<file path="src/icache_pkg.sv">
// icache shared types
`default_nettype none

package icache_pkg;

  // geometry
  localparam int icache_sets = 64;
  localparam int icache_ways = 4;

  localparam int vaddr_w = 32;
  localparam int paddr_w = 32;
  localparam int instr_w = 32;
  localparam int block_words = 8;
  localparam int word_sel_w = $clog2(block_words);
  localparam int word_lsb = 2;
  localparam int block_off_w = 5;
  localparam int page_off_w = 12;
  localparam int index_w = $clog2(icache_sets);
  localparam int tag_lsb = block_off_w + index_w;
  localparam int tag_w = paddr_w - tag_lsb;
  localparam int ptag_w = paddr_w - page_off_w;
  localparam int way_w = $clog2(icache_ways);

  typedef logic [vaddr_w-1:0] vaddr_t;
  typedef logic [paddr_w-1:0] paddr_t;
  typedef logic [ptag_w-1:0] ptag_t;
  typedef logic [tag_w-1:0] tag_t;
  typedef logic [index_w-1:0] index_t;
  typedef logic [way_w-1:0] way_t;
  typedef logic [instr_w-1:0] instr_t;
  typedef logic [block_words*instr_w-1:0] block_t;
  typedef logic [icache_ways-2:0] lru_t;

  typedef enum logic [1:0] {
    tag_set = 2'd0,
    tag_invalidate = 2'd1,
    tag_clear_set = 2'd2
  } tag_op_e;

  typedef enum logic {
    pipe_run,
    pipe_wait_fill
  } pipe_state_e;

endpackage

`default_nettype wire

</file>
<file path="src/icache_fill_if.sv">
// icache fill bus
`timescale 1ns/10ps
`default_nettype none

interface icache_fill_if import icache_pkg::*; ();

  logic tag_we;
  tag_op_e tag_op;
  logic data_we;
  index_t index;
  way_t way;
  tag_t tag;
  block_t data;

  // write strobes come from the control
  modport ctrl (
    output tag_we,
    output data_we
  );

  modport array (
    input tag_we,
    input tag_op,
    input data_we,
    input index,
    input way,
    input tag,
    input data
  );

endinterface

`default_nettype wire

</file>
<file path="src/icache_ctrl.sv">
// icache fetch pipeline control
`timescale 1ns/10ps
`default_nettype none

module icache_ctrl import icache_pkg::*; (
  input  logic clk_i,
  input  logic reset_i,

  input  vaddr_t vaddr_i,
  input  logic vaddr_v_i,
  output logic vaddr_ready_o,

  input  ptag_t ptag_i,
  input  logic ptag_v_i,

  output logic data_v_o,
  output logic miss_o,

  output logic cache_req_v_o,
  input  logic cache_req_ready_i,
  output paddr_t cache_req_addr_o,
  input  logic cache_req_complete_i,

  output logic fill_ready_o,
  input  logic data_fill_v_i,
  input  logic tag_fill_v_i,

  input  logic hit_i,
  output logic lookup_en_o,
  output index_t lookup_index_o,
  output logic tv_en_o,
  output logic hit_update_o,

  icache_fill_if.ctrl fill
);

  logic tl_we;
  logic miss_tv;
  logic tv_hold;
  logic v_tl_r;
  logic v_tv_r;
  logic [page_off_w-1:0] page_off_tl_r;
  paddr_t addr_tv_r;
  pipe_state_e state_r;
  pipe_state_e state_n;

  assign miss_o = (state_r == pipe_wait_fill);
  assign vaddr_ready_o = cache_req_ready_i & ~miss_o & ~cache_req_v_o;
  assign tl_we = vaddr_v_i & vaddr_ready_o;

  assign lookup_en_o = tl_we;
  assign lookup_index_o = vaddr_i[block_off_w +: index_w];

  // lookups win over fills
  assign fill_ready_o = ~tl_we;
  assign fill.tag_we = tag_fill_v_i & fill_ready_o;
  assign fill.data_we = data_fill_v_i & fill_ready_o;

  assign miss_tv = v_tv_r & ~hit_i;
  assign tv_hold = miss_tv & ~cache_req_ready_i;

  // a miss in TV squashes whatever sits in TL
  assign tv_en_o = v_tl_r & ptag_v_i & ~miss_tv;

  assign data_v_o = v_tv_r & hit_i;
  assign hit_update_o = data_v_o;
  assign cache_req_v_o = miss_tv & cache_req_ready_i;
  assign cache_req_addr_o = addr_tv_r;

  always_comb begin
    state_n = state_r;
    case (state_r)
      pipe_run: begin
        if (cache_req_v_o) begin
          state_n = pipe_wait_fill;
        end
      end
      pipe_wait_fill: begin
        if (cache_req_complete_i) begin
          state_n = pipe_run;
        end
      end
      default: state_n = pipe_run;
    endcase
  end

  always_ff @(posedge clk_i) begin
    if (reset_i) begin
      v_tl_r <= 1'b0;
      v_tv_r <= 1'b0;
      state_r <= pipe_run;
    end else begin
      v_tl_r <= tl_we;
      v_tv_r <= tv_en_o | tv_hold;
      state_r <= state_n;
    end
  end

  always_ff @(posedge clk_i) begin
    if (tl_we) begin
      page_off_tl_r <= vaddr_i[page_off_w-1:0];
    end
    if (tv_en_o) begin
      addr_tv_r <= {ptag_i, page_off_tl_r};
    end
  end

endmodule

`default_nettype wire

</file>
<file path="src/flat_wrapper.sv">
// flat-port wrapper written by rule: the top's interface ports become plain ports
module icache_ctrl_flat import icache_pkg::*;
  (clk_i, reset_i, vaddr_i, vaddr_v_i, vaddr_ready_o, ptag_i, ptag_v_i, data_v_o, miss_o, cache_req_v_o, cache_req_ready_i, cache_req_addr_o, cache_req_complete_i, fill_ready_o, data_fill_v_i, tag_fill_v_i, hit_i, lookup_en_o, lookup_index_o, tv_en_o, hit_update_o, fill_tag_we, fill_data_we);
  icache_fill_if fill_i ();
  input  logic clk_i;
  input  logic reset_i;
  input  vaddr_t vaddr_i;
  input  logic vaddr_v_i;
  output logic vaddr_ready_o;
  input  ptag_t ptag_i;
  input  logic ptag_v_i;
  output logic data_v_o;
  output logic miss_o;
  output logic cache_req_v_o;
  input  logic cache_req_ready_i;
  output paddr_t cache_req_addr_o;
  input  logic cache_req_complete_i;
  output logic fill_ready_o;
  input  logic data_fill_v_i;
  input  logic tag_fill_v_i;
  input  logic hit_i;
  output logic lookup_en_o;
  output index_t lookup_index_o;
  output logic tv_en_o;
  output logic hit_update_o;
  output wire logic [$bits(fill_i.tag_we)-1:0] fill_tag_we;
  output wire logic [$bits(fill_i.data_we)-1:0] fill_data_we;
  assign fill_tag_we = fill_i.tag_we;
  assign fill_data_we = fill_i.data_we;
  icache_ctrl u_core (.clk_i(clk_i), .reset_i(reset_i), .vaddr_i(vaddr_i), .vaddr_v_i(vaddr_v_i), .vaddr_ready_o(vaddr_ready_o), .ptag_i(ptag_i), .ptag_v_i(ptag_v_i), .data_v_o(data_v_o), .miss_o(miss_o), .cache_req_v_o(cache_req_v_o), .cache_req_ready_i(cache_req_ready_i), .cache_req_addr_o(cache_req_addr_o), .cache_req_complete_i(cache_req_complete_i), .fill_ready_o(fill_ready_o), .data_fill_v_i(data_fill_v_i), .tag_fill_v_i(tag_fill_v_i), .hit_i(hit_i), .lookup_en_o(lookup_en_o), .lookup_index_o(lookup_index_o), .tv_en_o(tv_en_o), .hit_update_o(hit_update_o), .fill(fill_i));
endmodule
</file>
<file path="config.mk">
export PLATFORM = sky130hd
export DESIGN_NAME = icache_ctrl_flat
export DESIGN_NICKNAME = d
export VERILOG_FILES = /design/src/icache_pkg.sv /design/src/icache_fill_if.sv /design/src/icache_ctrl.sv /design/src/flat_wrapper.sv
export SDC_FILE = /design/constraint.sdc
export NUM_CORES = 1
export LEC_CHECK = 0
export BUFFER_PORTS_ARGS = -buffer_cell sky130_fd_sc_hd__buf_2
export CAP_MARGIN = 20
export CORE_MARGIN = 8
export CORE_UTILIZATION = 43
export DETAILED_ROUTE_END_ITERATION = 6
export PLACE_DENSITY_LB_ADDON = 0.12
export SYNTH_ARGS = -nofsm -noshare
export SYNTH_HDL_FRONTEND = slang
export SYNTH_SLANG_ARGS = --single-unit
</file>
<file path="constraint.sdc">
create_clock -name clk_i -period 2.5 [get_ports clk_i]
set_input_delay 0.5 -clock clk_i [delete_from_list [all_inputs] [get_ports clk_i]]
set_output_delay 0.5 -clock clk_i [all_outputs]
set_load 0.01 [all_outputs]
</file>
=== Yosys cells after proc, flatten, opt, wreduce, memory -nomap -nowiden ===
Cells that the tools add are included.

* Multiplexer cells: 3
* Bitwise gates (word level): 18

{| class="wikitable"
|+ Operator list
! cell !! number
|-
| $and A1 B1 Y1 || 11
|-
| $not A1 Y1 || 6
|-
| $mux W1 || 2
|-
| $pmux W1 S2 || 1
|-
| $or A1 B1 Y1 || 1
|}

* Logic and storage cells: 26
* Bits in registers: 47
* Output and inout port bits: 48
* Input bits: 61

=== Depth between registers and ports, before layout ===
Gate-level depths: netlist (run 1).

* Depth in word-level cells: 8
* Gate-level depth with buffers: 3
* Mapped depth without buffers: 3

=== Worst setup path after synthesis (run 1) ===
Ideal clock, no wire load.

* Path kind: input -> output
* Start point: in cache_req_ready_i
* End point: out lookup_en_o
* Arrival time: 1.124 ns
* Data required time: 2.000 ns
* Stages: 3
* Path slack: 0.876 ns
* Path buffers: 0
* Path through: and2b_1 nand3_2 inv_1

* Word-level cells in the longest chain between the ends: 4
* Elaborated cells between the ends (all ways): 5
* Those cells by class: bitwise (5)

{| class="wikitable"
|+ RTL lines
! element !! line !! source
|-
| from (decl) || flat_wrapper.sv:15 || <nowiki>input logic cache_req_ready_i;</nowiki>
|-
| $and A1 B1 Y1 || icache_ctrl.sv:67 || <nowiki>assign cache_req_v_o = miss_tv & cache_req_ready_i;</nowiki>
|-
| $not A1 Y1 || icache_ctrl.sv:48 || <nowiki>assign vaddr_ready_o = cache_req_ready_i & ~miss_o & ~cache_req_v_o;</nowiki>
|-
| $and A1 B1 Y1 * || icache_ctrl.sv:48 ||
|-
| $and A1 B1 Y1 * || icache_ctrl.sv:49 || <nowiki>assign tl_we = vaddr_v_i & vaddr_ready_o;</nowiki>
|-
| to (decl) || flat_wrapper.sv:22 || <nowiki>output logic lookup_en_o;</nowiki>
|}

Every way passes the cells marked *; elsewhere a longest branch is shown, timed or not.

=== Worst setup path in the final report (run 1) ===
* Start point: reg u_core.state_r, in the netlist u_core.miss_o
* End point: out fill_data_we

* Word-level cells in the longest chain between the ends: 6

{| class="wikitable"
|+ RTL lines
! element !! line !! source
|-
| from (decl) || icache_ctrl.sv:44 || <nowiki>pipe_state_e state_r;</nowiki>
|-
| from (signal assigned) || icache_ctrl.sv:91 || <nowiki>state_r <= pipe_run;</nowiki>
|-
| from (signal assigned) || icache_ctrl.sv:95 || <nowiki>state_r <= state_n;</nowiki>
|-
| $not A1 Y1 || icache_ctrl.sv:48 ||
|-
| $and A1 B1 Y1 (2 in a row) || icache_ctrl.sv:48 ||
|-
| $and A1 B1 Y1 || icache_ctrl.sv:49 ||
|-
| $not A1 Y1 || icache_ctrl.sv:55 || <nowiki>assign fill_ready_o = ~tl_we;</nowiki>
|-
| $and A1 B1 Y1 || icache_ctrl.sv:57 || <nowiki>assign fill.data_we = data_fill_v_i & fill_ready_o;</nowiki>
|-
| to (decl) || flat_wrapper.sv:27 || <nowiki>output wire logic [$bits(fill_i.data_we)-1:0] fill_data_we;</nowiki>
|}

Every way passes these cells.

==> results of run 1 <==
==> routing by layer <==
layer	vias up	wire length, µm
li1	434	-
met1	407	1150
met2	58	1490
met3	5	371
met4	0	34
met5	-	0
==> cell usage after synthesis, drive strengths merged <==
master / n
a21oi: 1
and2: 5
and2b: 1
and3: 1
buf: 7
dfxtp: 3
edfxtp: 44
inv: 1
nand2b: 1
nand3: 1
nor2: 3
nor2b: 2
o21ba: 1
==> where the power goes <==
group | switching (mW) | internal [mW] | total, mW | leakage [nW]
registers | 0.00420 | 0.880 | 0.885 | 0.427
clock network | 0.232 | 0.211 | 0.443 | 0.0432
logic | 0.0396 | 0.0407 | 0.0803 | 0.429
==> state kept, by name, summed over array words and instances, names as in the netlist <==
| signal | count |
|---|---|
| u_core.page_off_tl_r | 12 |
| u_core.v_tl_r | 1 |
| u_core.cache_req_addr_o | 32 |
| u_core.miss_o | 1 |
| u_core.v_tv_r | 1 |
==> worst max path at each step <==
stage | slack, ns | cells after the start | startpoint | end
final | 0.67 | 4 | u_core.miss_o | fill_data_we
after global routing | 0.58 | 4 | u_core.miss_o | fill_data_we
after CTS | 0.63 | 4 | u_core.miss_o | fill_data_we
after detailed placement | 0.79 | 4 | hit_i | u_core.cache_req_addr_o[26]
after global placement | 0.82 | 4 | hit_i | tv_en_o
after floorplan | 0.88 | 3 | cache_req_ready_i | lookup_en_o
==> worst max-delay path, delay by kind of cell (launching register included) <==
kind | cells | cell delay (ns)
DFF | 1 | 0.34
buffers and inverters | 1 | 0.13
and+or+nand+nor | 3 | 0.50
==> kinds of logic after synthesis <==
family / share of synthesized area [%]
flip-flops: 89.1
AND/OR/NAND/NOR: 6.30
buffers and inverters: 3.63
AO/OA/AOI/OAI: 0.968
==> final cells by class <==
class                      count  area, µm²
tap                           48       60.1
inverter                       1       3.75
timing repair buffer          90        455
fill                         295       1460
clock buffer                   5       37.5
clock inverter                 3       42.5
sequential                    47       1380
multi-input combinational     16        113
==> summary.txt, run 1 <==
========================================================================================
Most area-consuming cells after synthesis                                   edfxtp_1 85%, dfxtp_1 3.9%, buf_4 3.4%
Cell type with the largest total area after synthesis                           edfxtp_1
Standard-cell rows                                                                    22
Initial antenna violation count                                                        0
Crit Path Category                                                          flip-flop to primary output
Leading cell types in the layout, fill and taps excluded                    88 x buf_2, 44 x edfxtp_1, 5 x and2_1, 5 x clkbuf_4
Worst reg2reg path depth                                                               3
Worst hold path endpoint                                                    u_core.page_off_tl_r[4]
Number of hold-repair buffers added at the cts stage                                   0
Clock tree root buffer cell                                                     clkbuf_4
Synth warnings                                                                         0
Met2 GRT Util                                                                      16.9%
Number of violations reported at the end of detailed-routing iteration 0              48
Clock period minus worst slack                                                   1.83 ns
Fmax achieved                                                                    547 MHz
Die span in x                                                                    76.0 µm
Worst reg-to-reg setup slack                                                     1.12 ns
Post-synthesis sequential element count                                               47
Final hold slack                                                                0.314 ns
Ant. Diodes                                                                            0
Number of optimization iterations in the first detailed-route pass                     2
Critical Path, Cell by Cell                                                 and2b_1 > nand3_2 > and2_1 > buf_2
Status                                                                      finished clean
Cell area after technology mapping                                              1550 µm²
PortBufs                                                                              88
Post-Place Cells                                                                     202
Synthesized netlist cell count                                                        71
Total number of clock tree sinks                                                      47
Endpoint type of the worst setup path                                       primary output
Buffers from clock root to sink, at most                                               2
H-tree levels                                                                          2
Total setup buffers inserted after CTS                                                 0
Starting density of the core                                                       43.7%
Actual slew at the worst max-slew pin                                           0.287 ns
Required time reported for the critical path endpoint                            2.00 ns
Proportion of layout cells with a drive suffix above 1                             61.7%
Finished layout cell area                                                       2090 µm²
Synthesized Nets                                                                     132
Vias in the first global route                                                       986
DRC violation count after routing                                                      0
Top fanout value on the critical path                                                  5
Terminus of the critical flop-to-flop path                                  u_core.cache_req_addr_o[29]
Area of the die                                                                 5780 µm²
Total power consumption of the routed design                                     1.41 mW
Number of setup violations in the final report                                         0
Floorplan Core Area                                                             3550 µm²
Maximum VDD drop                                                                0.356 mV
Vias per inst                                                                       4.30
Final setup skew                                                              0.00455 ns
Least setup slack across all paths after layout                                 0.671 ns
M3 GR Usage                                                                        7.08%
Vert. Die Dim                                                                    76.0 µm
Final slew viol count                                                                  0
Total routed wirelength                                                          3.05 mm
Fin cells                                                                            210
TritonCTS buffer count                                                                 5
Worst flop-to-flop path startpoint                                          u_core.v_tv_r
Largest net degree at the start of global routing                                     25
Total negative slack for setup checks                                               0 ns
Path class of the lowest-slack min-delay path                               input port to flip-flop
Headroom to the max-slew limit                                                     80.9%
Final Core Density                                                                 59.0%
Critical path startpoint category                                              flip-flop
Nets@finish                                                                          222
Routed vias                                                                          904
Leak Pwr                                                                        0.900 nW
GR Layer Usage met1                                                                11.0%
Most heavily used metal layer in global routing                                     met2
Max cap viols                                                                          0
Share of the synthesized area in the top cell type                                 85.2%
Clock-pin transition on the worst setup and hold timing paths                    0.13 ns
Combined global-route utilization of all metal layers                              10.8%
Commonest non-fill, non-tap cell in the layout                                     buf_2
Residual overflow from global routing                                                  0
I/O pin total                                                                        109
Startpoint of the lowest-slack hold path                                      vaddr_i[4]
Worst hold path cell count                                                             1
Routed len/inst                                                                  14.5 µm
Sequential-to-total area share from yosys stat                                     89.1%
Total of cells resized after clock tree synthesis                                      0
Antenna-violating nets left                                                            0
Portion of the clock cycle consumed by the worst path in the final layout          73.2%
TritonCTS clock tree                                                                 yes
Number of library cell types mapped by synthesis                                      13
Setup repair after global routing missed its margin                                false
Placed cell area                                                                2010 µm²
Total power divided by cell area                                              672 nW/µm²
Crit-path max cell delay                                                         0.34 ns
Area growth from synthesis to layout                                               35.0%
First-pass GRT wire length                                                       4.82 mm
Setup WS pre-CTS                                                                0.785 ns
Clock latency on the worst-skew pair                                             0.35 ns
Critical Path Slowest Stage Cell                                                 dfxtp_1
Gpl congestion                                                                     0.643
Post-Synthesis Mean Instance Area                                               21.8 µm²
Arrival time at the worst endpoint                                               1.33 ns
Hold Fails Final Rpt                                                                   0
========================================================================================
No activity file was read; power rests on OpenSTA's default activity.
==> run 2: changes to the inputs <==
--- a/config.mk
+++ b/config.mk
@@ -5,10 +5,11 @@
 export SDC_FILE = /design/constraint.sdc
 export NUM_CORES = 1
 export LEC_CHECK = 0
+export ABC_AREA = 1
 export BUFFER_PORTS_ARGS = -buffer_cell sky130_fd_sc_hd__buf_2
 export CAP_MARGIN = 20
 export CORE_MARGIN = 8
-export CORE_UTILIZATION = 43
+export CORE_UTILIZATION = 40
 export DETAILED_ROUTE_END_ITERATION = 6
 export PLACE_DENSITY_LB_ADDON = 0.12
 export SYNTH_ARGS = -nofsm -noshare
==> constraint.sdc (replaced) <==
create_clock -name clk_i -period 1.9 [get_ports clk_i]
set_input_delay 0.38 -clock clk_i [delete_from_list [all_inputs] [get_ports clk_i]]
set_output_delay 0.38 -clock clk_i [all_outputs]
set_load 0.01 [all_outputs]
==> run 2 against run 1 <==
Combinational power rose by 43%. Non-clock buffer count rose by 1. Global-route usage fell by 0.62 points. Synthesized area rose by 1.2%. Largest power group unchanged.
==> summary.txt, run 2 <==
========================================================================================
Most area-consuming cells after synthesis                                   edfxtp_1 84%, dfxtp_1 3.8%, buf_4 3.3%
Final setup skew                                                              0.00423 ns
Total number of clock tree sinks                                                      47
Total negative slack for setup checks                                               0 ns
Count of flip-flops with a built-in enable after synthesis                            44
Status                                                                      finished clean
Total routed wirelength                                                          3.17 mm
Final HPWL from detailed placement                                               2.53 mm
Max cap viols                                                                          0
Die span in x                                                                    78.6 µm
Required time reported for the critical path endpoint                            1.52 ns
H-tree levels                                                                          2
Starting density of the core                                                       42.2%
Total power consumption of the routed design                                     1.97 mW
Arrival time at the worst endpoint                                               1.21 ns
Number of hold-repair buffers added at the cts stage                                   0
Actual slew at the worst max-slew pin                                           0.246 ns
Portion of the clock cycle consumed by the worst path in the final layout          83.8%
Total of cells resized after clock tree synthesis                                      0
Clock period minus worst slack                                                   1.59 ns
Leak Pwr                                                                        0.964 nW
Headroom to the max-slew limit                                                     83.6%
Hold Fails Final Rpt                                                                   0
DRC violation count after routing                                                      0
Dominant combinational cell family by area after synthesis                  buffers and inverters
I/O pin total                                                                        109
Clock tree root buffer cell                                                     clkbuf_8
Path class of the lowest-slack min-delay path                               input port to flip-flop
TritonCTS buffer count                                                                 5
Crit-path max cell delay                                                         0.37 ns
Critical Path, Cell by Cell                                                 nor2_4 > nand3_4 > inv_1 > buf_2
Critical path startpoint category                                              flip-flop
Net switching power                                                               370 µW
Post-synthesis sequential element count                                               47
Number of setup violations in the final report                                         0
Routed vias                                                                          946
Share of the synthesized area in the top cell type                                 84.2%
Most common flop cell mapped by yosys                                           edfxtp_1
Clock-pin transition on the worst setup and hold timing paths                    0.08 ns
Post-Synthesis Mean Instance Area                                               19.1 µm²
Area growth from synthesis to layout                                               37.3%
PortBufs                                                                              88
Cell type with the largest total area after synthesis                           edfxtp_1
Endpoint type of the worst setup path                                       primary output
Area of the die                                                                 6180 µm²
Total power divided by cell area                                              914 nW/µm²
Number of optimization iterations in the first detailed-route pass                     4
Cell area after technology mapping                                              1570 µm²
Crit Path Category                                                          flip-flop to primary output
Final slew viol count                                                                  0
Synth warnings                                                                         0
Largest net degree at the start of global routing                                     21
Top fanout value on the critical path                                                  5
Critical Path Slowest Stage Cell                                                 dfxtp_1
Synthesized-area fraction occupied by ao, oa, aoi and oai cells                   0.319%
Buffers from clock root to sink, at most                                               2
Number of violations reported at the end of detailed-routing iteration 0              32
TritonCTS clock tree                                                                 yes
Power Internal                                                                   1.60 mW
Leading cell types in the layout, fill and taps excluded                    88 x buf_2, 44 x edfxtp_1, 9 x inv_1, 7 x nand2_1, 5 x clkbuf_8
Synthesized Nets                                                                     143
Multiplexer share of the synthesized area                                             0%
Clock latency on the worst-skew pair                                             0.29 ns
Switching fraction of total power                                                  18.8%
Synthesized netlist cell count                                                        82
Maximum VDD drop                                                                0.534 mV
Standard-cell rows                                                                    22
Count of filler cells inserted in the layout                                         306
Initial antenna violation count                                                        0
Residual overflow from global routing                                                  0
Gpl congestion                                                                     0.696
Vias per inst                                                                       4.26
Setup repair after global routing missed its margin                                false
Number of library cell types mapped by synthesis                                      14
Vias in the first global route                                                      1006
Fraction of synthesized cell area in xor and xnor cells                               0%
Fraction of the mapped netlist area in simple logic gates                          5.66%
Commonest non-fill, non-tap cell in the layout                                     buf_2
Combined global-route utilization of all metal layers                              10.2%
Logic gate share of total power                                                     5.8%
Ant. Diodes                                                                            0
Adder and majority cell fraction of the synthesized area                              0%
Post-synth ARST share                                                                 0%
Sequential-to-total area share from yosys stat                                     88.0%
Antenna-violating nets left                                                            0
First-pass GRT wire length                                                       4.86 mm
Total setup buffers inserted after CTS                                                 0
Routed len/inst                                                                  14.3 µm
Most instantiated cells after synthesis                                     44 x edfxtp_1, 9 x inv_1, 7 x buf_4, 7 x nand2_1
Most repeated cell in the gate-level netlist after synthesis                    edfxtp_1
Nets@finish                                                                          234
Sequential power share                                                             59.1%
Proportion of layout cells with a drive suffix above 1                             60.3%
Final Core Density                                                                 58.0%
Floorplan Core Area                                                             3720 µm²
Clock power frac                                                                   35.0%
Vert. Die Dim                                                                    78.6 µm
Flip-flop count of the largest register after layout                                  32
Fmax achieved                                                                    628 MHz
========================================================================================
-- run 2: critical path, delay by kind of cell (launching register included) --
kind / cells / cell delay, ns
buffers and inverters: 2 / 0.33
DFF: 1 / 0.37
and+or+nand+nor: 2 / 0.23
-- run 2: power by group through the flow --
stage                     logic, mW  registers, mW  clock network (mW)
after floorplan              0.0414           1.20                   0
after CTS                     0.119           1.17               0.719
after detailed placement      0.118           1.19                   0
after global placement        0.114           1.19                   0
final                         0.115           1.16               0.690
after global routing          0.127           1.17               0.752
-- run 2: path summary, 6_finish.rpt --
check / from / cells after the start / slack, ns / endpoint
hold reg to reg: u_core.page_off_tl_r[1] / 0 / 0.42 / u_core.cache_req_addr_o[1]
hold / removal: reset_i / 2 / 0.26 / u_core.v_tl_r
setup reg to reg: u_core.miss_o / 4 / 0.63 / u_core.page_off_tl_r[0]
setup / recovery: u_core.miss_o / 4 / 0.31 / lookup_en_o
-- run 2: per-stage QoR --
step | cell area, µm² | setup WS (ns) | hold WS [ns] | instances
after global placement | 2050 | 0.480 | 0.401 | 214
after CTS | 2150 | 0.254 | 0.245 | 222
final | 2150 | 0.308 | 0.257 | 222
after floorplan | 1570 | 0.0349 | 0.400 | 82
after detailed placement | 2050 | 0.468 | 0.405 | 214
after global routing | 2150 | 0.198 | 0.245 | 222
-- run 2: final cells by class --
type	count	area, µm²	share of cell area, %
clock buffer	5	68.8	3.19
tap	48	60.1	2.79
timing repair buffer	91	463	21.5
multi-input combinational	17	101	4.70
sequential	47	1380	64.1
inverter	11	41.3	1.92
clock inverter	3	38.8	1.80
-- run 2: kinds of logic after synthesis --
group                  Yosys count
and+or+nand+nor                 16
DFF                             47
buffers and inverters           18
AOI/OAI and AO/OA                1
-- run 2: per-layer routing --
layer  wire length (µm)  global-route usage [%]
met5                  0                       0
met1               1240                    10.4
met4                 12                    5.00
met3                342                    4.90
met2               1580                    17.1
