==> src/icache_pkg.sv <==
// icache shared types
`default_nettype none

package icache_pkg;

  // geometry
  localparam int icache_sets = 64;
  localparam int icache_ways = 4;

  localparam int vaddr_w = 32;
  localparam int paddr_w = 32;
  localparam int instr_w = 32;
  localparam int block_words = 8;
  localparam int word_sel_w = $clog2(block_words);
  localparam int word_lsb = 2;
  localparam int block_off_w = 5;
  localparam int page_off_w = 12;
  localparam int index_w = $clog2(icache_sets);
  localparam int tag_lsb = block_off_w + index_w;
  localparam int tag_w = paddr_w - tag_lsb;
  localparam int ptag_w = paddr_w - page_off_w;
  localparam int way_w = $clog2(icache_ways);

  typedef logic [vaddr_w-1:0] vaddr_t;
  typedef logic [paddr_w-1:0] paddr_t;
  typedef logic [ptag_w-1:0] ptag_t;
  typedef logic [tag_w-1:0] tag_t;
  typedef logic [index_w-1:0] index_t;
  typedef logic [way_w-1:0] way_t;
  typedef logic [instr_w-1:0] instr_t;
  typedef logic [block_words*instr_w-1:0] block_t;
  typedef logic [icache_ways-2:0] lru_t;

  typedef enum logic [1:0] {
    tag_set = 2'd0,
    tag_invalidate = 2'd1,
    tag_clear_set = 2'd2
  } tag_op_e;

  typedef enum logic {
    pipe_run,
    pipe_wait_fill
  } pipe_state_e;

endpackage

`default_nettype wire

==> src/icache_fill_if.sv <==
// icache fill bus
`timescale 1ns/10ps
`default_nettype none

interface icache_fill_if import icache_pkg::*; ();

  logic tag_we;
  tag_op_e tag_op;
  logic data_we;
  index_t index;
  way_t way;
  tag_t tag;
  block_t data;

  // write strobes come from the control
  modport ctrl (
    output tag_we,
    output data_we
  );

  modport array (
    input tag_we,
    input tag_op,
    input data_we,
    input index,
    input way,
    input tag,
    input data
  );

endinterface

`default_nettype wire

==> src/icache_lru.sv <==
// icache pseudo-LRU state
`timescale 1ns/10ps
`default_nettype none

module icache_lru import icache_pkg::*; #(
  parameter int sets_p = icache_sets,
  parameter int ways_p = icache_ways
) (
  input  logic clk_i,
  input  logic reset_i,
  input  logic lookup_en_i,
  input  index_t lookup_index_i,
  input  logic tv_en_i,
  input  logic hit_update_i,
  input  way_t hit_way_i,
  input  logic invalid_exist_i,
  input  way_t invalid_way_i,
  icache_fill_if.array fill,
  output way_t victim_way_o
);

  if (ways_p != 4) begin : g_ways_chk
    $error("icache_lru: tree logic needs exactly 4 ways");
  end

  lru_t lru_r [sets_p];
  index_t idx_tl_r;
  index_t idx_tv_r;
  lru_t lru_tl;
  lru_t lru_tv_r;
  lru_t lru_upd;
  way_t tree_way;
  logic clear_v;

  assign clear_v = fill.tag_we & (fill.tag_op == tag_clear_set);

  // TL read sees this cycle's writes to the same set
  always_comb begin
    if (clear_v && (fill.index == idx_tl_r)) begin
      lru_tl = '0;
    end else if (hit_update_i && (idx_tv_r == idx_tl_r)) begin
      lru_tl = lru_upd;
    end else begin
      lru_tl = lru_r[idx_tl_r];
    end
  end

  // point away from the hit way
  always_comb begin
    lru_upd = lru_tv_r;
    lru_upd[0] = ~hit_way_i[1];
    if (hit_way_i[1]) begin
      lru_upd[2] = ~hit_way_i[0];
    end else begin
      lru_upd[1] = ~hit_way_i[0];
    end
  end

  assign tree_way = lru_tv_r[0] ? {1'b1, lru_tv_r[2]} : {1'b0, lru_tv_r[1]};
  assign victim_way_o = invalid_exist_i ? invalid_way_i : tree_way;

  always_ff @(posedge clk_i) begin
    if (lookup_en_i) begin
      idx_tl_r <= lookup_index_i;
    end
    if (tv_en_i) begin
      idx_tv_r <= idx_tl_r;
      lru_tv_r <= lru_tl;
    end
  end

  always_ff @(posedge clk_i) begin
    if (reset_i) begin
      for (int s = 0; s < sets_p; s++) begin
        lru_r[s] <= '0;
      end
    end else begin
      if (hit_update_i) begin
        lru_r[idx_tv_r] <= lru_upd;
      end
      // set clear overrides a same-cycle hit update
      if (clear_v) begin
        lru_r[fill.index] <= '0;
      end
    end
  end

endmodule

`default_nettype wire

==> src/flat_wrapper.sv <==
// flat-port wrapper written by rule: the top's interface ports become plain ports
module icache_lru_flat import icache_pkg::*;
#(
  parameter int sets_p = icache_sets,
  parameter int ways_p = icache_ways
)
  (clk_i, reset_i, lookup_en_i, lookup_index_i, tv_en_i, hit_update_i, hit_way_i, invalid_exist_i, invalid_way_i, victim_way_o, fill_tag_we, fill_tag_op, fill_data_we, fill_index, fill_way, fill_tag, fill_data);
  icache_fill_if fill_i ();
  input  logic clk_i;
  input  logic reset_i;
  input  logic lookup_en_i;
  input  index_t lookup_index_i;
  input  logic tv_en_i;
  input  logic hit_update_i;
  input  way_t hit_way_i;
  input  logic invalid_exist_i;
  input  way_t invalid_way_i;
  output way_t victim_way_o;
  input wire logic [$bits(fill_i.tag_we)-1:0] fill_tag_we;
  input wire logic [$bits(fill_i.tag_op)-1:0] fill_tag_op;
  input wire logic [$bits(fill_i.data_we)-1:0] fill_data_we;
  input wire logic [$bits(fill_i.index)-1:0] fill_index;
  input wire logic [$bits(fill_i.way)-1:0] fill_way;
  input wire logic [$bits(fill_i.tag)-1:0] fill_tag;
  input wire logic [$bits(fill_i.data)-1:0] fill_data;
  assign fill_i.tag_we = fill_tag_we;
  assign fill_i.tag_op = fill_tag_op;
  assign fill_i.data_we = fill_data_we;
  assign fill_i.index = fill_index;
  assign fill_i.way = fill_way;
  assign fill_i.tag = fill_tag;
  assign fill_i.data = fill_data;
  icache_lru #(.sets_p(sets_p), .ways_p(ways_p)) u_core (.clk_i(clk_i), .reset_i(reset_i), .lookup_en_i(lookup_en_i), .lookup_index_i(lookup_index_i), .tv_en_i(tv_en_i), .hit_update_i(hit_update_i), .hit_way_i(hit_way_i), .invalid_exist_i(invalid_exist_i), .invalid_way_i(invalid_way_i), .fill(fill_i), .victim_way_o(victim_way_o));
endmodule
==> config.mk <==
export PLATFORM = sky130hd
export DESIGN_NAME = icache_lru_flat
export DESIGN_NICKNAME = d
export VERILOG_FILES = /design/src/icache_pkg.sv /design/src/icache_fill_if.sv /design/src/icache_lru.sv /design/src/flat_wrapper.sv
export SDC_FILE = /design/constraint.sdc
export NUM_CORES = 1
export LEC_CHECK = 0
export BUFFER_PORTS_ARGS = -buffer_cell sky130_fd_sc_hd__buf_2
export CAP_MARGIN = 20
export CORE_ASPECT_RATIO = 1.5
export CORE_MARGIN = 1
export CORE_UTILIZATION = 45
export CTS_CLUSTER_DIAMETER = 60
export CTS_CLUSTER_SIZE = 14
export DETAILED_ROUTE_END_ITERATION = 8
export PLACE_DENSITY = 0.67
export SLEW_MARGIN = 20
export SYNTH_ARGS = -nofsm -noshare
export SYNTH_HDL_FRONTEND = slang
export SYNTH_SLANG_ARGS = --single-unit
==> constraint.sdc <==
create_clock -name clk_i -period 2.8 [get_ports clk_i]
set_input_delay 0.28 -clock clk_i [delete_from_list [all_inputs] [get_ports clk_i]]
set_output_delay 0.28 -clock clk_i [all_outputs]
set_load 0.05 [all_outputs]
After elaboration in Yosys (flattened, before gate mapping)
Memory sizes are Yosys's and may differ from the RTL's. A register that Yosys moved wholly into a read port is not among the register bits. Index checks and enable logic that the tools add are counted.

Bits in registers: 15. Bits in writable memories: 192. Input bits: 305. Output and inout bits: 2. Word-level logic and storage cells: 34. Memories kept: 1.

Memory list: u_core.lru_r (depth 64, width 3, rd ports 1, clocked after memory_dff 1, write ports 64, line icache_lru.sv:26) `lru_t lru_r [sets_p];`.

Eq/ne operators: 3. Multiplexer cells: 20. Bitwise logic cells: 3. Reductions and logical operators: 4.

Operator list (number): $mux W6 (3); $eq A6 B6 Y1 (2); $mux W1 (12); $mux W3 (3); $reduce_or A3 Y1 (2); $mux W2 (2); $eq A2 B2 Y1 const B (1); $logic_and A1 B1 Y1 (2); $not A1 Y1 (2); $and A1 B1 Y1 (1).

Logic depth before layout (Yosys ltp)
Gate-level depths: netlist (run 1).

Depth after elaboration: 7. Depth in mapped cells: 10.

Worst setup path after synthesis (run 1)
Ideal clock, no wire load.

Path kind: flip-flop to flip-flop. From: register with a tool-made name. To: register u_core.lru_tv_r[2], data pin. Setup time: 262 ps. Arrival: 1909 ps. Path slack: 629 ps. Cell stages (with the launch flop): 7. Buffers on the path: 2. Period minus slack after synthesis: 2171 ps. Cell sequence: dfxtp_1 -> buf_6 -> buf_8 -> mux4_1 -> mux4_2 -> a311oi_1 -> a21oi_1.

RTL lines: to (signal assigned) (line icache_lru.sv:68) `lru_tv_r <= lru_tl;`; to (decl) (line icache_lru.sv:30) `lru_t lru_tv_r;`.

==> results of run 1 <==
routing by layer:
layer,global-route usage,share of wire,vias to the layer above
li1,-,-,4353
met1,0.342,0.38,4564
met2,0.484,0.49,453
met3,0.0318,0.071,114
met4,0.147,0.056,0
met5,0,0,-
worst max-delay path, cell delays in order, from the launching register on:
cell and delay [ps]:
dfxtp_2 370, buf_12 220, mux4_1 660, mux4_2 520
inv_1 70, a2111oi_0 110, a311o_1 380
cell type report:
type	instances	area [um2]
fill	2095	11300
multi-input combinational	848	5650
sequential	213	4420
timing repair buffer	85	628
clock buffer	22	487
tap	280	350
inverter	7	26.3
clock inverter	1	16.3
cells in the final DEF (no fill, tap or decap), types with 3 or more instances in the layout:
cell,instances
a21oi_1,290
dfxtp_1,195
nor2_1,136
nor3b_1,99
a31oi_1,98
buf_4,51
nand2_1,47
mux4_2,27
buf_2,25
mux2i_1,21
clkbuf_16,19
mux4_1,17
edfxtp_1,15
nand3_1,12
mux2_2,9
xnor2_1,8
nor2b_1,7
o21ai_0,6
nor3b_2,6
nor2_2,6
dlygate4sd3_1,6
a2111oi_0,5
nand3b_1,4
and3b_1,4
inv_1,4
nor3_1,4
xor2_1,4
inv_2,3
or3_1,3
or2_2,3
nor3_2,3
dfxtp_2,3
clkbuf_1,3
buf_12,3
sequential cells by signal, summed over array words and instances (netlist names), named ones only:
name             cells
u_core.lru_tv_r      3
u_core.idx_tl_r      6
u_core.lru_r       192
u_core.idx_tv_r      6
repair_timing:
item,in CTS,in global routing
hold buffers,6,0
gates resized for setup,0,0
endpoints found under the hold margin,6,0
power groups by stage:
stage	Sequential, W	Combinational, W	Clock, W
after floorplan	0.00320	0.000428	0
after global placement	0.00324	0.000648	0
after detailed placement	0.00324	0.000651	0
after CTS	0.00317	0.000660	0.00240
after global routing	0.00317	0.000701	0.00252
final	0.00317	0.000671	0.00238
path summary, 6_finish.rpt:
path	startpoint	to	slack, ps	depth (start not counted)
setup / recovery	flop	u_core.lru_tv_r[1]$_SDFFCE_PP0P_	170	6
hold / removal	tv_en_i	u_core.lru_tv_r[0]$_SDFFCE_PP0P_	150	1
setup reg to reg	flop	u_core.lru_tv_r[1]$_SDFFCE_PP0P_	170	6
hold reg to reg	u_core.lru_r[26][2]$_SDFFE_PP0P_	u_core.lru_r[26][2]$_SDFFE_PP0P_	520	2
cells by family (layout without fill, tap and decap cells):
group,Yosys count,count (layout)
compound gates,415,415
xor+xnor,12,12
buf+inv,110,115
flops,213,213
mux,75,75
simple gates,346,346
through the flow:
| stage | power (W) | setup WS, ps |
|---|---|---|
| final | 0.00622 | 170 |
| after global routing | 0.00639 | 168 |
| after CTS | 0.00623 | 197 |
| after detailed placement | 0.00389 | 198 |
| after global placement | 0.00389 | 204 |
| after floorplan | 0.00363 | 629 |
==> impl_metrics.xml, run 1 <==
<?xml version="1.0" encoding="UTF-8"?>
<metrics>
  <group name="synthesis">
    <metric name="synth_async_sr_flop_share" unit="">0</metric>
    <metric name="syn-instance-count" unit="">1171</metric>
    <metric name="post_synth_main_area_contributors" unit="">dfxtp_1 (38%), a21oi_1 (14%), nor3b_1 (7.3%), a31oi_1 (5.9%), mux4_2 (5.8%)</metric>
    <metric name="netlist.top_cell.by_area" unit="">dfxtp_1</metric>
    <metric name="synthFlopType" unit="">dfxtp_1</metric>
    <metric name="synth-adder-area-share" unit="">0</metric>
    <metric name="yosys-top-cells-count" unit="">a21oi_1 (291), dfxtp_1 (198), nor2_1 (142)</metric>
    <metric name="synth_xor_area_frac" unit="">0.0100</metric>
    <metric name="seq_area_frac_synth" unit="">0.422</metric>
    <metric name="synth-edff-count" unit="">15</metric>
    <metric name="synth_most_common_cell" unit="">a21oi_1</metric>
    <metric name="post_synth_mux_area_share" unit="">0.132</metric>
    <metric name="netlist-cell-type-count" unit="">51</metric>
    <metric name="syn-mean-instance-area" unit="um2">8.94</metric>
    <metric name="synth_top_family_by_area" unit="">compound AO/OA/AOI/OAI gates</metric>
    <metric name="simple_gate_share_of_the_synthesized_area" unit="">0.176</metric>
    <metric name="synth_top_cell_area_share" unit="">0.379</metric>
    <metric name="yosysWarningCount" unit="">0</metric>
    <metric name="synthesis.nets" unit="">1476</metric>
    <metric name="mappedNetlistArea" unit="mm2">0.0105</metric>
    <metric name="synth-seq-cells" unit="">213</metric>
    <metric name="compound_gate_fraction_of_synth_area" unit="">0.217</metric>
  </group>
  <group name="placed_design">
    <metric name="place_inst" unit="">1427</metric>
    <metric name="place.port_buffers" unit="">26</metric>
    <metric name="place_area" unit="mm2">0.0110</metric>
    <metric name="gpl.final_weighted_congestion" unit="">0.856</metric>
    <metric name="place_hpwl" unit="mm">21.3</metric>
  </group>
  <group name="sta">
    <metric name="timing_hold_violations_final" unit="">0</metric>
    <metric name="worst_pin_slew" unit="ps">914</metric>
    <metric name="fin_tns_setup" unit="ps">0</metric>
    <metric name="clock.fmax" unit="GHz">0.380</metric>
    <metric name="timing.hold.ws" unit="ps">150</metric>
    <metric name="share_of_the_clock_period_used_by_the_worst_path" unit="">0.939</metric>
    <metric name="skew" unit="ps">20.1</metric>
    <metric name="setup_repair_after_global_routing_missed_its_margin" unit="">no</metric>
    <metric name="maxSlewViolCount" unit="">0</metric>
    <metric name="final.min_clock_period" unit="ps">2630</metric>
    <metric name="maxSlewHeadroom" unit="">0.391</metric>
    <metric name="setup_viol_count_final" unit="">0</metric>
  </group>
  <group name="power">
    <metric name="switching_power" unit="W">0.00166</metric>
    <metric name="p_seq_frac" unit="">0.510</metric>
    <metric name="comb_power_share" unit="">0.108</metric>
    <metric name="switching_share" unit="">0.266</metric>
    <metric name="cellInternalPower" unit="W">0.00456</metric>
    <metric name="worst_ir_drop_vdd" unit="uV">553</metric>
    <metric name="clock_power_share" unit="">0.382</metric>
    <metric name="power_per_cell_area" unit="mW/mm2">537</metric>
    <metric name="power.static_leakage" unit="nW">4.28</metric>
  </group>
  <group name="die">
    <metric name="floorplan.die.width" unit="um">127</metric>
    <metric name="die_y" unit="um">189</metric>
    <metric name="num_io_pins" unit="">307</metric>
    <metric name="core.rowCount" unit="">68</metric>
    <metric name="die_area" unit="mm2">0.0239</metric>
    <metric name="start_util" unit="">0.457</metric>
    <metric name="placeableCoreArea" unit="mm2">0.0229</metric>
  </group>
  <group name="outcome">
    <metric name="status" unit="">finished clean</metric>
  </group>
  <group name="routing">
    <metric name="drt.antenna.violating_nets" unit="">0</metric>
    <metric name="via_count" unit="">9484</metric>
    <metric name="avgViaCountPerCell" unit="">6.51</metric>
    <metric name="route.detailed.wl_per_inst" unit="um">23.1</metric>
    <metric name="post-route-drc-count" unit="">0</metric>
    <metric name="totalWireLength" unit="mm">33.6</metric>
    <metric name="first_drt_iteration_drcs" unit="">978</metric>
    <metric name="drt-pass1-iter-count" unit="">6</metric>
  </group>
  <group name="layout">
    <metric name="design.final.nets" unit="">1479</metric>
    <metric name="finalNonFillerCells" unit="">1456</metric>
    <metric name="area_growth_syn_to_layout" unit="%">10.6</metric>
    <metric name="layout.core_utilization" unit="">0.506</metric>
    <metric name="finished_cell_area" unit="mm2">0.0116</metric>
    <metric name="drive_above_1_share" unit="">0.139</metric>
    <metric name="n_antenna_cell" unit="">0</metric>
  </group>
  <group name="setup_path">
    <metric name="critical_path_required" unit="ps">3040</metric>
    <metric name="startpoint_type" unit="">flop</metric>
    <metric name="worst_ep_arrival_time" unit="ps">2870</metric>
    <metric name="worst-path-max-fanout" unit="">28</metric>
    <metric name="path_class" unit="">reg2reg</metric>
    <metric name="cp-end-kind" unit="">flop</metric>
  </group>
  <group name="cts">
    <metric name="postCtsSetupBuffers" unit="">0</metric>
    <metric name="clock_tree.htree_level_count" unit="">1</metric>
    <metric name="cts_num_sinks" unit="">213</metric>
    <metric name="tritoncts" unit="">done</metric>
    <metric name="numCtsBuffers" unit="">19</metric>
    <metric name="clk_latency" unit="ps">500</metric>
    <metric name="cts-root-buf" unit="">clkbuf_16</metric>
    <metric name="ctsLongestPathBuffers" unit="">3</metric>
    <metric name="clk_pin_slew" unit="ps">70</metric>
  </group>
  <group name="global_routing">
    <metric name="pin_count_of_the_biggest_net_entering_global_routing" unit="">77</metric>
    <metric name="antenna_found_initial" unit="">0</metric>
    <metric name="first_global_vias" unit="">8744</metric>
    <metric name="track_usage" unit="">0.281</metric>
    <metric name="grt_pass1_wl" unit="mm">51.2</metric>
    <metric name="grt-ovfl-total" unit="">0</metric>
  </group>
  <group name="hold_path">
    <metric name="timing.hold.worst.class" unit="">in2reg</metric>
  </group>
  <group name="run">
    <metric name="drv_cap" unit="">0</metric>
  </group>
</metrics>
Power figures use the tool's default switching activity.
==> run 2, diff against run 1 <==
Settings changed: CORE_ASPECT_RATIO 1.5 to unset.
==> impl_metrics.xml, run 2 (same netlist as run 1, synthesis figures left out) <==
<?xml version="1.0" encoding="UTF-8"?>
<metrics>
  <group name="placed_design">
    <metric name="place_area" unit="mm2">0.0110</metric>
    <metric name="preCtsSetupSlack" unit="ps">145</metric>
    <metric name="place_hpwl" unit="mm">20.4</metric>
    <metric name="place.port_buffers" unit="">26</metric>
    <metric name="gpl.final_weighted_congestion" unit="">0.876</metric>
  </group>
  <group name="die">
    <metric name="die_area" unit="mm2">0.0239</metric>
    <metric name="start_util" unit="">0.461</metric>
    <metric name="num_io_pins" unit="">307</metric>
    <metric name="floorplan.die.width" unit="um">154</metric>
    <metric name="core.rowCount" unit="">55</metric>
    <metric name="placeableCoreArea" unit="mm2">0.0227</metric>
    <metric name="die_y" unit="um">154</metric>
  </group>
  <group name="power">
    <metric name="power_per_cell_area" unit="mW/mm2">562</metric>
    <metric name="worst_ir_drop_vdd" unit="uV">646</metric>
    <metric name="power.static_leakage" unit="nW">4.33</metric>
  </group>
  <group name="run">
    <metric name="drv_cap" unit="">0</metric>
  </group>
  <group name="routing">
    <metric name="post-route-drc-count" unit="">0</metric>
    <metric name="via_count" unit="">9428</metric>
    <metric name="totalWireLength" unit="mm">32.7</metric>
    <metric name="avgViaCountPerCell" unit="">6.43</metric>
    <metric name="drt-pass1-iter-count" unit="">5</metric>
    <metric name="first_drt_iteration_drcs" unit="">1261</metric>
    <metric name="route.detailed.wl_per_inst" unit="um">22.3</metric>
    <metric name="drt.antenna.violating_nets" unit="">0</metric>
  </group>
  <group name="setup_path">
    <metric name="worst_r2r_path_depth" unit="">6</metric>
    <metric name="cpLargestDelayFamily" unit="">flip-flops</metric>
    <metric name="startpoint_type" unit="">flop</metric>
    <metric name="setup.reg_to_reg.worst_slack" unit="ps">110</metric>
    <metric name="cell_breakdown_of_the_critical_path" unit="">buf_4 &gt; mux4_1 &gt; nor2b_1 &gt; a211oi_1 &gt; nor4_1 &gt; a311o_1</metric>
    <metric name="timing.critical_path.slowest_cell_delay" unit="ps">790</metric>
    <metric name="cp-end-kind" unit="">flop</metric>
    <metric name="critical_path_required" unit="ps">3050</metric>
    <metric name="cp.buffers_inverters" unit="">1</metric>
    <metric name="worst-path-max-fanout" unit="">17</metric>
    <metric name="path_class" unit="">reg2reg</metric>
    <metric name="regToRegEndpoint" unit="">u_core.lru_tv_r[1]$_SDFFCE_PP0P_</metric>
    <metric name="slowest_stage_cell_cp" unit="">dfxtp_2</metric>
    <metric name="worst_ep_arrival_time" unit="ps">2940</metric>
  </group>
  <group name="global_routing">
    <metric name="grt_pass1_wl" unit="mm">51.2</metric>
    <metric name="first_global_vias" unit="">9063</metric>
    <metric name="track_usage" unit="">0.277</metric>
    <metric name="pin_count_of_the_biggest_net_entering_global_routing" unit="">63</metric>
    <metric name="grt-ovfl-total" unit="">0</metric>
    <metric name="antenna_found_initial" unit="">0</metric>
  </group>
  <group name="sta">
    <metric name="setup_ws" unit="ps">111</metric>
    <metric name="fin_tns_setup" unit="ps">0</metric>
    <metric name="worst_pin_slew" unit="ps">1120</metric>
    <metric name="maxSlewViolCount" unit="">0</metric>
    <metric name="setup_repair_after_global_routing_missed_its_margin" unit="">no</metric>
    <metric name="share_of_the_clock_period_used_by_the_worst_path" unit="">0.960</metric>
    <metric name="skew" unit="ps">10.1</metric>
    <metric name="clock.fmax" unit="GHz">0.372</metric>
    <metric name="timing_hold_violations_final" unit="">0</metric>
    <metric name="final.min_clock_period" unit="ps">2690</metric>
    <metric name="maxSlewHeadroom" unit="">0.253</metric>
    <metric name="setup_viol_count_final" unit="">0</metric>
  </group>
  <group name="layout">
    <metric name="drive_above_1_share" unit="">0.142</metric>
    <metric name="n_antenna_cell" unit="">0</metric>
    <metric name="area_growth_syn_to_layout" unit="%">11.9</metric>
    <metric name="multi_input_comb_area" unit="mm2">0.00565</metric>
    <metric name="most_frequent_cells_in_the_layout" unit="">a21oi_1 (290), dfxtp_1 (195), nor2_1 (136)</metric>
    <metric name="largest_reg_flops" unit="">192</metric>
    <metric name="finished_cell_area" unit="mm2">0.0117</metric>
    <metric name="largest-register" unit="">u_core.lru_r</metric>
    <metric name="design.final.nets" unit="">1478</metric>
    <metric name="mostFrequentLayoutCell" unit="">a21oi_1</metric>
    <metric name="seq_area" unit="mm2">0.00442</metric>
    <metric name="layout.filler_cells" unit="">2066</metric>
    <metric name="largest_registers" unit="">u_core.lru_r: 192 flops, u_core.idx_tl_r: 6 flops, u_core.idx_tv_r: 6 flops</metric>
  </group>
  <group name="cts">
    <metric name="post_cts_resize_count" unit="">0</metric>
    <metric name="cts-root-buf" unit="">clkbuf_16</metric>
    <metric name="ctsLongestPathBuffers" unit="">3</metric>
    <metric name="clock_tree.htree_level_count" unit="">1</metric>
    <metric name="clk_latency" unit="ps">500</metric>
    <metric name="clk_pin_slew" unit="ps">70</metric>
    <metric name="cts_num_sinks" unit="">213</metric>
    <metric name="tritoncts" unit="">done</metric>
    <metric name="numCtsBuffers" unit="">20</metric>
  </group>
  <group name="hold_path">
    <metric name="timing.hold.worst.class" unit="">in2reg</metric>
    <metric name="worstHoldPathCells" unit="">1</metric>
    <metric name="hold_path.startpoint" unit="">lookup_en_i</metric>
    <metric name="holdPathEnd" unit="">u_core.idx_tl_r[3]$_DFFE_PP_</metric>
  </group>
  <group name="outcome">
    <metric name="status" unit="">finished clean</metric>
  </group>
</metrics>
[run 2: worst max-delay path by stage]
stage	start	slack (ps)	cells after the start	to
3_5_place_dp	flop	150	6	u_core.lru_tv_r[1]$_SDFFCE_PP0P_
3_3_place_gp	flop	220	6	u_core.lru_tv_r[1]$_SDFFCE_PP0P_
4_1_cts	flop	120	6	u_core.lru_tv_r[1]$_SDFFCE_PP0P_
2_1_floorplan	flop	630	6	u_core.lru_tv_r[2]$_SDFFCE_PP0P_
5_1_grt	flop	7	8	u_core.lru_tv_r[0]$_SDFFCE_PP0P_
6_report	flop	110	6	u_core.lru_tv_r[1]$_SDFFCE_PP0P_
[run 2: layer usage]
metal | global-route usage | part of all wire
met4 | 0.120 | 0.039
met5 | 0 | 0
met2 | 0.440 | 0.46
met3 | 0.0563 | 0.089
met1 | 0.366 | 0.41
[run 2: cell type report]
class                      instances  area share
multi-input combinational        848       0.483
sequential                       213       0.377
timing repair buffer              83      0.0534
clock buffer                      26      0.0473
tap                              285      0.0304
clock inverter                     5     0.00673
inverter                           7     0.00224
[run 2: per-stage QoR]
stage               utilization  std cells  power [W]  hold slack (ps)
finish                    0.516       1467    0.00658              164
global route              0.516       1467    0.00676              166
CTS                       0.516       1467    0.00659              153
detailed placement        0.485       1430    0.00387              472
global placement          0.485       1430    0.00387              468
floorplan                     -       1171    0.00363              379
[run 2: where the power goes]
part	internal [W]	switching, W	leakage (nW)
Clock	0.00157	0.00118	0.307
Combinational	0.000221	0.000418	2.28
Sequential	0.00311	0.0000763	1.74
[run 2: timing repair]
item / in CTS / in global routing
setup buffers: 0 / 0
hold buffers: 6 / 0
endpoints found under the hold margin: 6 / 0
